`src/design/uart_defs.svh`:
```
// ================================================
// UART echo build constants.
// Clock rate, default baud rate, string buffer
// size and the idle gap that ends a string.
// ================================================
`ifndef UART_DEFS_SVH
`define UART_DEFS_SVH

// system clock frequency in hertz.
`define UART_CLK_FREQ 125000000

// default serial rate, used as the BAUD_RATE parameter default.
`define UART_BAUD_RATE 115200

// maximum number of bytes held in one string.
// the string bus is eight times this many bits wide.
`define UART_STR_MAX 128

// idle bit times after the last byte that close a received string.
`define UART_IDLE_BITS 20

`endif

```
`src/design/uart_pkg.sv`:
```
// ================================================
// UART echo shared types.
// Byte, length and FSM state types for the RTL.
// ================================================
`include "uart_defs.svh"

package uart_pkg;

    // one serial data byte.
    typedef logic [7:0] byte_t;

    // string length in bytes, wide enough for a full 128-byte buffer.
    typedef logic [7:0] str_len_t;

    // framing FSM shared by the byte receiver and the byte transmitter.
    typedef enum logic [1:0] {
        SER_IDLE,
        SER_START,
        SER_DATA,
        SER_STOP
    } ser_state_t;

    // string transmit sequencer states.
    typedef enum logic [1:0] {
        STR_IDLE,
        STR_LOAD,
        STR_SEND,
        STR_WAIT
    } str_state_t;

endpackage

```
`src/design/uart_byte_rx.sv`:
```
// ================================================
// UART 8N1 byte receiver.
// Synchronizes the line, samples at mid-bit and
// drops any frame whose stop bit is low.
// ================================================
`include "uart_defs.svh"

module uart_byte_rx #(
    parameter int BAUD_RATE = `UART_BAUD_RATE
) (
    input  logic               sys_clk,
    input  logic               sys_rst_n,
    input  logic               rx_line,
    output uart_pkg::byte_t    rx_byte,
    output logic               rx_valid
);

    // clock cycles per bit, rounded down.
    localparam int BIT_CYCLES = `UART_CLK_FREQ / BAUD_RATE;
    localparam int CNT_W = $clog2(BIT_CYCLES);

    logic                 rx_meta;
    logic                 rx_sync;
    uart_pkg::ser_state_t state;
    logic [CNT_W-1:0]     bit_cnt;
    logic [2:0]           bit_idx;
    uart_pkg::byte_t      shift_reg;

    // two-flop synchronizer; the line idles high so reset loads ones.
    always_ff @(posedge sys_clk) begin
        if (!sys_rst_n) begin
            rx_meta <= 1'b1;
            rx_sync <= 1'b1;
        end else begin
            rx_meta <= rx_line;
            rx_sync <= rx_meta;
        end
    end

    always_ff @(posedge sys_clk) begin
        if (!sys_rst_n) begin
            state    <= uart_pkg::SER_IDLE;
            bit_cnt  <= '0;
            bit_idx  <= '0;
            rx_valid <= 1'b0;
        end else begin
            // rx_valid is a single-cycle strobe.
            rx_valid <= 1'b0;
            case (state)
                uart_pkg::SER_IDLE: begin
                    bit_cnt <= '0;
                    if (!rx_sync) begin
                        state <= uart_pkg::SER_START;
                    end
                end
                uart_pkg::SER_START: begin
                    // look at the start bit again at its middle to reject glitches.
                    if (bit_cnt == CNT_W'(BIT_CYCLES / 2 - 1)) begin
                        bit_cnt <= '0;
                        bit_idx <= '0;
                        state   <= rx_sync ? uart_pkg::SER_IDLE : uart_pkg::SER_DATA;
                    end else begin
                        bit_cnt <= bit_cnt + 1'b1;
                    end
                end
                uart_pkg::SER_DATA: begin
                    // a full bit period from one mid-bit lands on the next one.
                    if (bit_cnt == CNT_W'(BIT_CYCLES - 1)) begin
                        bit_cnt   <= '0;
                        shift_reg <= {rx_sync, shift_reg[7:1]};
                        bit_idx   <= bit_idx + 1'b1;
                        if (bit_idx == 3'd7) begin
                            state <= uart_pkg::SER_STOP;
                        end
                    end else begin
                        bit_cnt <= bit_cnt + 1'b1;
                    end
                end
                uart_pkg::SER_STOP: begin
                    // a low stop bit is a framing error and the byte is lost.
                    if (bit_cnt == CNT_W'(BIT_CYCLES - 1)) begin
                        bit_cnt <= '0;
                        state   <= uart_pkg::SER_IDLE;
                        if (rx_sync) begin
                            rx_byte  <= shift_reg;
                            rx_valid <= 1'b1;
                        end
                    end else begin
                        bit_cnt <= bit_cnt + 1'b1;
                    end
                end
                default: state <= uart_pkg::SER_IDLE;
            endcase
        end
    end

    // a byte is reported once, never on two adjacent cycles.
    a_rx_valid_pulse: assert property (@(posedge sys_clk) disable iff (!sys_rst_n)
        rx_valid |=> !rx_valid);

endmodule

```
`src/design/uart_byte_tx.sv`:
```
// ================================================
// UART 8N1 byte transmitter.
// Sends start, eight data bits LSB first and stop.
// ================================================
`include "uart_defs.svh"

module uart_byte_tx #(
    parameter int BAUD_RATE = `UART_BAUD_RATE
) (
    input  logic               sys_clk,
    input  logic               sys_rst_n,
    input  logic               byte_req,
    input  uart_pkg::byte_t    byte_data,
    output logic               tx_line,
    output logic               byte_busy,
    output logic               byte_done
);

    localparam int BIT_CYCLES = `UART_CLK_FREQ / BAUD_RATE;
    localparam int CNT_W = $clog2(BIT_CYCLES);

    uart_pkg::ser_state_t state;
    logic [CNT_W-1:0]     bit_cnt;
    logic [2:0]           bit_idx;
    uart_pkg::byte_t      shift_reg;

    // end of the current bit period.
    logic bit_end;
    assign bit_end = (bit_cnt == CNT_W'(BIT_CYCLES - 1));

    // tx_line is registered so the pin never glitches between bits.
    always_ff @(posedge sys_clk) begin
        if (!sys_rst_n) begin
            state     <= uart_pkg::SER_IDLE;
            tx_line   <= 1'b1;
            byte_busy <= 1'b0;
            byte_done <= 1'b0;
            bit_cnt   <= '0;
            bit_idx   <= '0;
        end else begin
            byte_done <= 1'b0;
            bit_cnt   <= bit_end ? '0 : bit_cnt + 1'b1;
            case (state)
                uart_pkg::SER_IDLE: begin
                    bit_cnt <= '0;
                    if (byte_req) begin
                        shift_reg <= byte_data;
                        tx_line   <= 1'b0;
                        byte_busy <= 1'b1;
                        state     <= uart_pkg::SER_START;
                    end
                end
                uart_pkg::SER_START: begin
                    if (bit_end) begin
                        tx_line <= shift_reg[0];
                        bit_idx <= '0;
                        state   <= uart_pkg::SER_DATA;
                    end
                end
                uart_pkg::SER_DATA: begin
                    if (bit_end) begin
                        shift_reg <= shift_reg >> 1;
                        bit_idx   <= bit_idx + 1'b1;
                        // after bit 7 the line goes high for the stop bit.
                        tx_line   <= (bit_idx == 3'd7) ? 1'b1 : shift_reg[1];
                        if (bit_idx == 3'd7) begin
                            state <= uart_pkg::SER_STOP;
                        end
                    end
                end
                uart_pkg::SER_STOP: begin
                    if (bit_end) begin
                        byte_busy <= 1'b0;
                        byte_done <= 1'b1;
                        state     <= uart_pkg::SER_IDLE;
                    end
                end
                default: state <= uart_pkg::SER_IDLE;
            endcase
        end
    end

    // the requester must wait for the previous frame to finish.
    a_no_req_busy: assert property (@(posedge sys_clk) disable iff (!sys_rst_n)
        byte_req |-> !byte_busy);
    a_idle_high: assert property (@(posedge sys_clk) disable iff (!sys_rst_n)
        (state == uart_pkg::SER_IDLE) |-> tx_line);

endmodule

```
`src/design/uart_string_handle.sv`:
```
// ================================================
// UART string handler.
// Collects received bytes into a string closed by
// line idle, and sends a stored string bytewise.
// ================================================
`include "uart_defs.svh"

module uart_string_handle #(
    parameter int BAUD_RATE = `UART_BAUD_RATE
) (
    input  logic                          sys_clk,
    input  logic                          sys_rst_n,
    input  logic [`UART_STR_MAX*8-1:0]    tx_string,
    input  uart_pkg::str_len_t            tx_length,
    input  logic                          tx_req,
    output logic                          tx_busy,
    output logic                          tx_done,
    output logic [`UART_STR_MAX*8-1:0]    rx_string,
    output uart_pkg::str_len_t            rx_length,
    output logic                          rx_busy,
    output logic                          rx_done,
    output uart_pkg::byte_t               last_byte,
    input  logic                          uart_rx_port,
    output logic                          uart_tx_port
);

    localparam int BIT_CYCLES  = `UART_CLK_FREQ / BAUD_RATE;
    localparam int IDLE_CYCLES = `UART_IDLE_BITS * BIT_CYCLES;
    localparam int IDLE_W      = $clog2(IDLE_CYCLES);

    uart_pkg::byte_t      rx_byte;
    logic                 rx_valid;
    uart_pkg::str_len_t   rx_cnt;
    logic [IDLE_W-1:0]    idle_cnt;

    uart_pkg::str_state_t tx_state;
    uart_pkg::str_len_t   tx_idx;
    logic                 byte_req;
    uart_pkg::byte_t      byte_data;
    logic                 byte_busy;
    logic                 byte_done;

    uart_byte_rx #(
        .BAUD_RATE (BAUD_RATE)
    ) u_byte_rx (
        .sys_clk   (sys_clk),
        .sys_rst_n (sys_rst_n),
        .rx_line   (uart_rx_port),
        .rx_byte   (rx_byte),
        .rx_valid  (rx_valid)
    );

    // the receive buffer doubles as rx_string. It is only read on rx_done.
    always_ff @(posedge sys_clk) begin
        if (rx_valid && (rx_cnt < `UART_STR_MAX)) begin
            rx_string[int'(rx_cnt)*8 +: 8] <= rx_byte;
        end
    end

    always_ff @(posedge sys_clk) begin
        if (!sys_rst_n) begin
            rx_cnt    <= '0;
            rx_length <= '0;
            rx_busy   <= 1'b0;
            rx_done   <= 1'b0;
            idle_cnt  <= '0;
            last_byte <= '0;
        end else begin
            rx_done <= 1'b0;
            if (rx_valid) begin
                // every byte restarts the idle gap.
                idle_cnt  <= '0;
                rx_busy   <= 1'b1;
                last_byte <= rx_byte;
                // the count saturates at the buffer size and later bytes are dropped.
                if (rx_cnt < `UART_STR_MAX) begin
                    rx_cnt <= rx_cnt + 1'b1;
                end
            end else if (rx_busy) begin
                if (idle_cnt == IDLE_W'(IDLE_CYCLES - 1)) begin
                    rx_length <= rx_cnt;
                    rx_cnt    <= '0;
                    rx_busy   <= 1'b0;
                    rx_done   <= 1'b1;
                end else begin
                    idle_cnt <= idle_cnt + 1'b1;
                end
            end
        end
    end

    // the byte under the index goes straight to the transmitter.
    assign byte_data = tx_string[int'(tx_idx)*8 +: 8];

    always_ff @(posedge sys_clk) begin
        if (!sys_rst_n) begin
            tx_state <= uart_pkg::STR_IDLE;
            tx_idx   <= '0;
            tx_busy  <= 1'b0;
            tx_done  <= 1'b0;
            byte_req <= 1'b0;
        end else begin
            tx_done <= 1'b0;
            case (tx_state)
                uart_pkg::STR_IDLE: begin
                    tx_idx <= '0;
                    if (tx_req) begin
                        // an empty string completes at once.
                        if (tx_length == '0) begin
                            tx_done <= 1'b1;
                        end else begin
                            tx_busy  <= 1'b1;
                            tx_state <= uart_pkg::STR_LOAD;
                        end
                    end
                end
                uart_pkg::STR_LOAD: begin
                    // the next byte is requested once the transmitter is free.
                    if (!byte_busy) begin
                        byte_req <= 1'b1;
                        tx_state <= uart_pkg::STR_SEND;
                    end
                end
                uart_pkg::STR_SEND: begin
                    // the transmitter takes the request in this cycle.
                    byte_req <= 1'b0;
                    tx_state <= uart_pkg::STR_WAIT;
                end
                uart_pkg::STR_WAIT: begin
                    if (byte_done) begin
                        if (tx_idx == tx_length - 1'b1) begin
                            tx_busy  <= 1'b0;
                            tx_done  <= 1'b1;
                            tx_state <= uart_pkg::STR_IDLE;
                        end else begin
                            tx_idx   <= tx_idx + 1'b1;
                            tx_state <= uart_pkg::STR_LOAD;
                        end
                    end
                end
                default: tx_state <= uart_pkg::STR_IDLE;
            endcase
        end
    end

    uart_byte_tx #(
        .BAUD_RATE (BAUD_RATE)
    ) u_byte_tx (
        .sys_clk   (sys_clk),
        .sys_rst_n (sys_rst_n),
        .byte_req  (byte_req),
        .byte_data (byte_data),
        .tx_line   (uart_tx_port),
        .byte_busy (byte_busy),
        .byte_done (byte_done)
    );

    a_rx_done_pulse: assert property (@(posedge sys_clk) disable iff (!sys_rst_n)
        rx_done |=> !rx_done);
    // the top level must not start a string while one is in flight.
    a_no_req_busy: assert property (@(posedge sys_clk) disable iff (!sys_rst_n)
        tx_req |-> !tx_busy);

endmodule

```
`src/design/uart_try.sv`:
```
// ================================================
// UART line echo top level.
// Sends every received string back with CR LF.
// ================================================
`include "uart_defs.svh"

module uart_try #(
    parameter int BAUD_RATE = `UART_BAUD_RATE
) (
    input  logic               sys_clk,
    input  logic               sys_rst_n,
    output uart_pkg::byte_t    uart_rx_data,
    input  logic               uart_rx_port,
    output logic               uart_tx_port
);

    logic [`UART_STR_MAX*8-1:0] rx_str;
    uart_pkg::str_len_t         rx_len;
    logic                       rx_done;

    logic [`UART_STR_MAX*8-1:0] echo_str;
    uart_pkg::str_len_t         keep_len;
    logic [`UART_STR_MAX*8-1:0] pend_str;
    uart_pkg::str_len_t         pend_len;
    logic                       pend_flag;

    logic [`UART_STR_MAX*8-1:0] tx_str;
    uart_pkg::str_len_t         tx_len;
    logic                       tx_req;
    logic                       tx_busy;
    logic                       tx_done;

    // two bytes are reserved at the end of the buffer for the line ending.
    always_comb begin
        keep_len = (rx_len > (`UART_STR_MAX - 2)) ? uart_pkg::str_len_t'(`UART_STR_MAX - 2)
                                                 : rx_len;
        echo_str = rx_str;
        echo_str[int'(keep_len)*8 +: 16] = 16'h0a0d;
    end

    always_ff @(posedge sys_clk) begin
        if (!sys_rst_n) begin
            pend_flag <= 1'b0;
            tx_req    <= 1'b0;
        end else begin
            tx_req <= 1'b0;
            // a new string replaces any pending one that has not started.
            if (rx_done) begin
                pend_str  <= echo_str;
                pend_len  <= keep_len + 8'd2;
                pend_flag <= 1'b1;
            end else if (pend_flag && !tx_busy) begin
                tx_str    <= pend_str;
                tx_len    <= pend_len;
                tx_req    <= 1'b1;
                pend_flag <= 1'b0;
            end
        end
    end

    uart_string_handle #(
        .BAUD_RATE (BAUD_RATE)
    ) u_string_handle (
        .sys_clk      (sys_clk),
        .sys_rst_n    (sys_rst_n),
        .tx_string    (tx_str),
        .tx_length    (tx_len),
        .tx_req       (tx_req),
        .tx_busy      (tx_busy),
        .tx_done      (tx_done),
        .rx_string    (rx_str),
        .rx_length    (rx_len),
        .rx_busy      (),
        .rx_done      (rx_done),
        .last_byte    (uart_rx_data),
        .uart_rx_port (uart_rx_port),
        .uart_tx_port (uart_tx_port)
    );

    // an accepted request is always followed by busy or an immediate done.
    a_req_taken: assert property (@(posedge sys_clk) disable iff (!sys_rst_n)
        tx_req |=> (tx_busy || tx_done));

endmodule

```
`config.mk`:
```
export PLATFORM = sky130hd
export DESIGN_NAME = uart_try
export DESIGN_NICKNAME = d
export VERILOG_FILES = /design/src/design/uart_pkg.sv /design/src/design/uart_byte_rx.sv /design/src/design/uart_byte_tx.sv /design/src/design/uart_string_handle.sv /design/src/design/uart_try.sv
export VERILOG_INCLUDE_DIRS = /design/src /design/src/design
export SDC_FILE = /design/constraint.sdc
export NUM_CORES = 2
export LEC_CHECK = 0
export ABC_CLOCK_PERIOD_IN_PS = 133000
export BUFFER_PORTS_ARGS = -buffer_cell sky130_fd_sc_hd__buf_2
export CAP_MARGIN = 15
export CELL_PAD_IN_SITES_DETAIL_PLACEMENT = 0
export CELL_PAD_IN_SITES_GLOBAL_PLACEMENT = 1
export CORE_UTILIZATION = 45
export CTS_BUF_LIST = sky130_fd_sc_hd__clkbuf_2
export CTS_CLUSTER_SIZE = 30
export DETAILED_ROUTE_END_ITERATION = 6
export PLACE_DENSITY_LB_ADDON = 0.1
export SLEW_MARGIN = 10
export SYNTH_ARGS = -nofsm -noshare
export SYNTH_HDL_FRONTEND = slang
export SYNTH_SLANG_ARGS = --single-unit
```
`constraint.sdc`:
```
create_clock -name sys_clk -period 133 [get_ports sys_clk]
set_input_delay 6.65 -clock sys_clk [delete_from_list [all_inputs] [get_ports sys_clk]]
set_output_delay 6.65 -clock sys_clk [all_outputs]
set_load 0.1 [all_outputs]
```
==> results.md <==
Timing:
- The maximum clock skew at final layout is 0.205 ns.
- After layout, the minimum clock period comes to 9.56 ns.
- The relative max-transition margin is 0.107.
- The final hold violation count is 0.
- At the pin with the least slew margin, the transition time is 1.34 ns.
- The max-slew violation count is 0.
- The setup total negative slack is 0 ns.
- Setup violations remaining at the end of the flow were counted as 0.
- In the finished design, the share of the clock period the worst path needs comes to 0.0719.
- Derived from the worst setup path, the maximum achievable clock frequency is 0.105 GHz.
- Setup repair after global routing left no endpoint under its margin.

Floorplan:
- From bottom edge to top edge, the die measures 527 um.
- The floorplan has 192 rows.
- The area of the die is 277000 sq um.
- The number of placed I/O pins is 12.
- Measured along the x axis, the die boundary spans 527 um.
- The initial cell density of the core is 0.453.
- The core region area is 274000 sq um.

Placed design:
- The number of port buffers is 11.
- Once detailed placement completed, the half-perimeter wirelength came to 263 mm.
- At the end of routability-driven placement, the weighted congestion stood at 0.978.

Route:
- For this block, the routed nets add up to 406 mm of wire.
- The average detailed-routed wire length per instance is 33.2 um.
- The DRC marker count from the first detailed-route iteration is 8718.
- The routed layout has 70135 vias.
- Dividing the detail-routed via count by the number of cells gives 5.73.
- The first detailed-routing pass took 7 iterations.
- After detailed routing, the number of remaining DRC violations is 12.
- The remaining antenna violation count after routing is 0.

CTS:
- CTS saw 3205 sinks.
- The total setup buffers inserted after CTS is 0.
- Clock latency on the worst-skew pair, taken at its later pin, is 2.22 ns.
- In this run the number of H-tree levels came out at 6.
- The number of instances resized during post-cts repair is 0.
- In this run, post-CTS hold repair placed 0 buffers.
- Clock tree synthesis selected as its root buffer the cell sky130_fd_sc_hd__clkbuf_2.
- TritonCTS created 804 clock buffers.
- After clock tree synthesis, the clock-pin slew on the worst setup and hold paths is 0.10 ns.
- TritonCTS built the clock tree.
- The deepest clock path buffer count is 4.

Worst setup path:
- The sort of element at the end of the critical path is an output port.
- The worst endpoint required time is 126.35 ns.
- The largest individual stage delay along the critical path comes from the cell sky130_fd_sc_hd__buf_2.
- The buffering stage count on the worst path with inverters included is 1.
- Along the worst path, the maximum fanout reaches 2.
- The cell family contributing the most delay on the critical path is buffers and inverters.
- The critical path in this run is classified as reg -> out.
- The delay of the slowest critical-path stage is 0.43 ns.
- STA classifies the critical path startpoint as a flip-flop.
- The arrival time at the worst endpoint is 2.91 ns.
- Walking the worst path, the cells encountered are buf_2.

Finish:
- In the final layout, the registers with the most flip-flops are pend_str x1024, tx_str x1024, u_string_handle.rx_string x1024.
- The sequential cell area is 95300 sq um.
- The multi-input combinational cell area is 27100 sq um.
- Of the cells placed in the final design, the portion with a size suffix greater than 1 is 0.259.
- The final layout contains 8113 nets.
- The signed area change from the synthesized netlist to the final layout is 9.80%.
- The filler cells instantiated in the layout total 23367.

Power and ir drop:
- The peak supply drop is 8.07 uV.
- The power per standard cell area is 13.0 nW/um^2.
- After layout, the design draws a total of 1.76 mW.
- The total leakage power is 43.3 nW.

Status:
- The final reports fail on design-rule violations.
- The run finished, with violations left.

Synth:
- In the synthesized netlist the dominant register cell turns out to be sky130_fd_sc_hd__edfxtp_1.
- The sequential share of the synthesized area is 0.770.
- Yosys attributes the largest share of cell area to sky130_fd_sc_hd__edfxtp_1 75%, sky130_fd_sc_hd__nor2_1 3.7%, sky130_fd_sc_hd__mux4_2 3.5%.
- The post-synthesis instance total is 7440.
- The largest total area in the synthesized netlist belongs to sky130_fd_sc_hd__edfxtp_1.
- In this run, synthesis inferred 3112 flip-flops with an integrated enable.
- The total number of yosys warnings is 0.
- The share of flip-flops with an asynchronous set or reset is 0.
- The post-synthesis cell type count is 102.
- Counting flops and latches in the post-synthesis netlist gives 3205.
- Of the post-synthesis cell area, the dominant cell type holds 0.755.
- The number of nets in the synthesized netlist is 7475.
- After synthesis, the mean cell area works out to 16.6 sq um.
- The synthesized area is 124000 sq um.

GRT:
- Entering global routing, the biggest net connects 166 pins.
- The number of antenna violations at the first check in global routing was 42.
- The number of global-route vias before repair is 68358.
- The global routing usage summed across all routing layers is 0.290.
- The wire length of the first global-routing pass is 549 mm.
- The final global-route overflow total is 0.

Worst hold path:
- The tightest min-delay check is of the reg -> reg type.

Flow run:
- Across the run, the number of max-cap violations was 0.
==> per-stage QoR <==
stage / hold slack (ns) / std cells / setup slack (ns) / area, sq um / utilization
floorplan: 0.386 / 7440 / 16.26 / 124000 / -
global placement: 0.400 / 10853 / 121.73 / 129000 / 0.470
detailed placement: 0.405 / 10858 / 121.69 / 129000 / 0.471
CTS: 0.327 / 12219 / 123.12 / 136000 / 0.497
global route: 0.323 / 12223 / 123.25 / 136000 / 0.497
finish: 0.305 / 12244 / 123.44 / 136000 / 0.497
==> cells in the final DEF (no fill, tap or decap), drive strengths merged, types with 16 or more instances in the layout <==
cell type,synthesis,routed
ha,32,32
mux4,193,193
nor2,1272,1272
buf,162,230
or3,16,16
mux2i,181,181
nand2b,67,67
a21oi,56,56
edfxtp,3112,3112
nand4,63,63
xor2,32,32
nor3,66,66
nor4,23,23
nor2b,273,273
or2,34,34
dfxtp,93,93
nand3,84,84
clkbuf,236,1168
nand2,225,225
o21ai,67,67
and3,93,93
clkinv,1,147
a21o,61,61
diode,0,22
mux2,358,358
o22ai,31,31
a211oi,23,23
and2,312,312
xnor2,29,29
a22oi,66,66
inv,35,69
==> worst paths after layout <==
| path | slack (ns) | depth (start not counted) | end | startpoint |
|---|---|---|---|---|
| hold / removal | 0.31 | 0 | tx_str[415] | pend_str[415] |
| hold reg to reg | 0.31 | 0 | tx_str[415] | pend_str[415] |
| setup reg to reg | 127.32 | 9 | u_string_handle.u_byte_tx.shift_reg[2] | u_string_handle.tx_idx[1] |
| setup / recovery | 123.44 | 1 | uart_tx_port | u_string_handle.u_byte_tx.tx_line |
==> layout make-up <==
type | instances | share of cell area
antenna | 22 | 0.000405
clock buffer | 1168 | 0.0430
clock inverter | 193 | 0.00891
inverter | 36 | 0.000994
multi-input combinational | 3801 | 0.199
sequential | 3205 | 0.701
tap | 3589 | 0.0330
timing repair buffer | 230 | 0.0132
==> Yosys cell counts (7+ instances only) <==
cell type,n
sky130_fd_sc_hd__a2111oi_0,8
sky130_fd_sc_hd__a211oi_1,22
sky130_fd_sc_hd__a21o_1,61
sky130_fd_sc_hd__a21oi_1,55
sky130_fd_sc_hd__a221oi_1,9
sky130_fd_sc_hd__a22o_1,8
sky130_fd_sc_hd__a22oi_1,66
sky130_fd_sc_hd__a31oi_1,8
sky130_fd_sc_hd__and2_1,308
sky130_fd_sc_hd__and3_1,93
sky130_fd_sc_hd__buf_1,53
sky130_fd_sc_hd__buf_2,100
sky130_fd_sc_hd__buf_4,9
sky130_fd_sc_hd__clkbuf_1,236
sky130_fd_sc_hd__dfxtp_1,93
sky130_fd_sc_hd__edfxtp_1,3112
sky130_fd_sc_hd__ha_1,32
sky130_fd_sc_hd__inv_1,33
sky130_fd_sc_hd__mux2_2,352
sky130_fd_sc_hd__mux2i_1,180
sky130_fd_sc_hd__mux4_2,193
sky130_fd_sc_hd__nand2_1,217
sky130_fd_sc_hd__nand2_2,8
sky130_fd_sc_hd__nand2b_1,67
sky130_fd_sc_hd__nand3_1,74
sky130_fd_sc_hd__nand3_2,10
sky130_fd_sc_hd__nand4_1,63
sky130_fd_sc_hd__nor2_1,1224
sky130_fd_sc_hd__nor2_2,41
sky130_fd_sc_hd__nor2b_1,273
sky130_fd_sc_hd__nor3_1,52
sky130_fd_sc_hd__nor3_2,7
sky130_fd_sc_hd__nor3_4,7
sky130_fd_sc_hd__nor4_1,17
sky130_fd_sc_hd__o211ai_1,7
sky130_fd_sc_hd__o21a_1,7
sky130_fd_sc_hd__o21ai_0,59
sky130_fd_sc_hd__o22ai_1,31
sky130_fd_sc_hd__o2bb2ai_1,11
sky130_fd_sc_hd__or2_2,33
sky130_fd_sc_hd__or3_1,16
sky130_fd_sc_hd__xnor2_1,27
sky130_fd_sc_hd__xor2_1,31
==> power breakdown <==
group	switching, mW	internal [mW]	leakage, nW
registers	0.00106	1.09	28.8
logic	0.00785	0.00274	9.10
clock network	0.408	0.251	5.41
total	0.417	1.34	43.3
==> layer usage <==
layer	share of wire	wire, um	vias to the layer above	global-route usage
met5	0.000084	34	-	0
li1	-	-	29550	-
met1	0.42	170000	36159	0.410
met2	0.45	181000	3673	0.435
met3	0.094	38100	747	0.0643
met4	0.041	16800	6	0.122
==> cell families after synthesis <==
| family | count (synthesis) | synth area share |
|---|---|---|
| flops | 3205 | 0.770 |
| compound gates | 415 | 0.0240 |
| mux | 732 | 0.0824 |
| buf+inv | 434 | 0.0144 |
| simple gates | 2560 | 0.102 |
| fa+ha+maj | 32 | 0.00323 |
| other cells | 1 | 0.0000303 |
| xor+xnor | 61 | 0.00450 |
No activity file was read; power rests on OpenSTA's default activity.
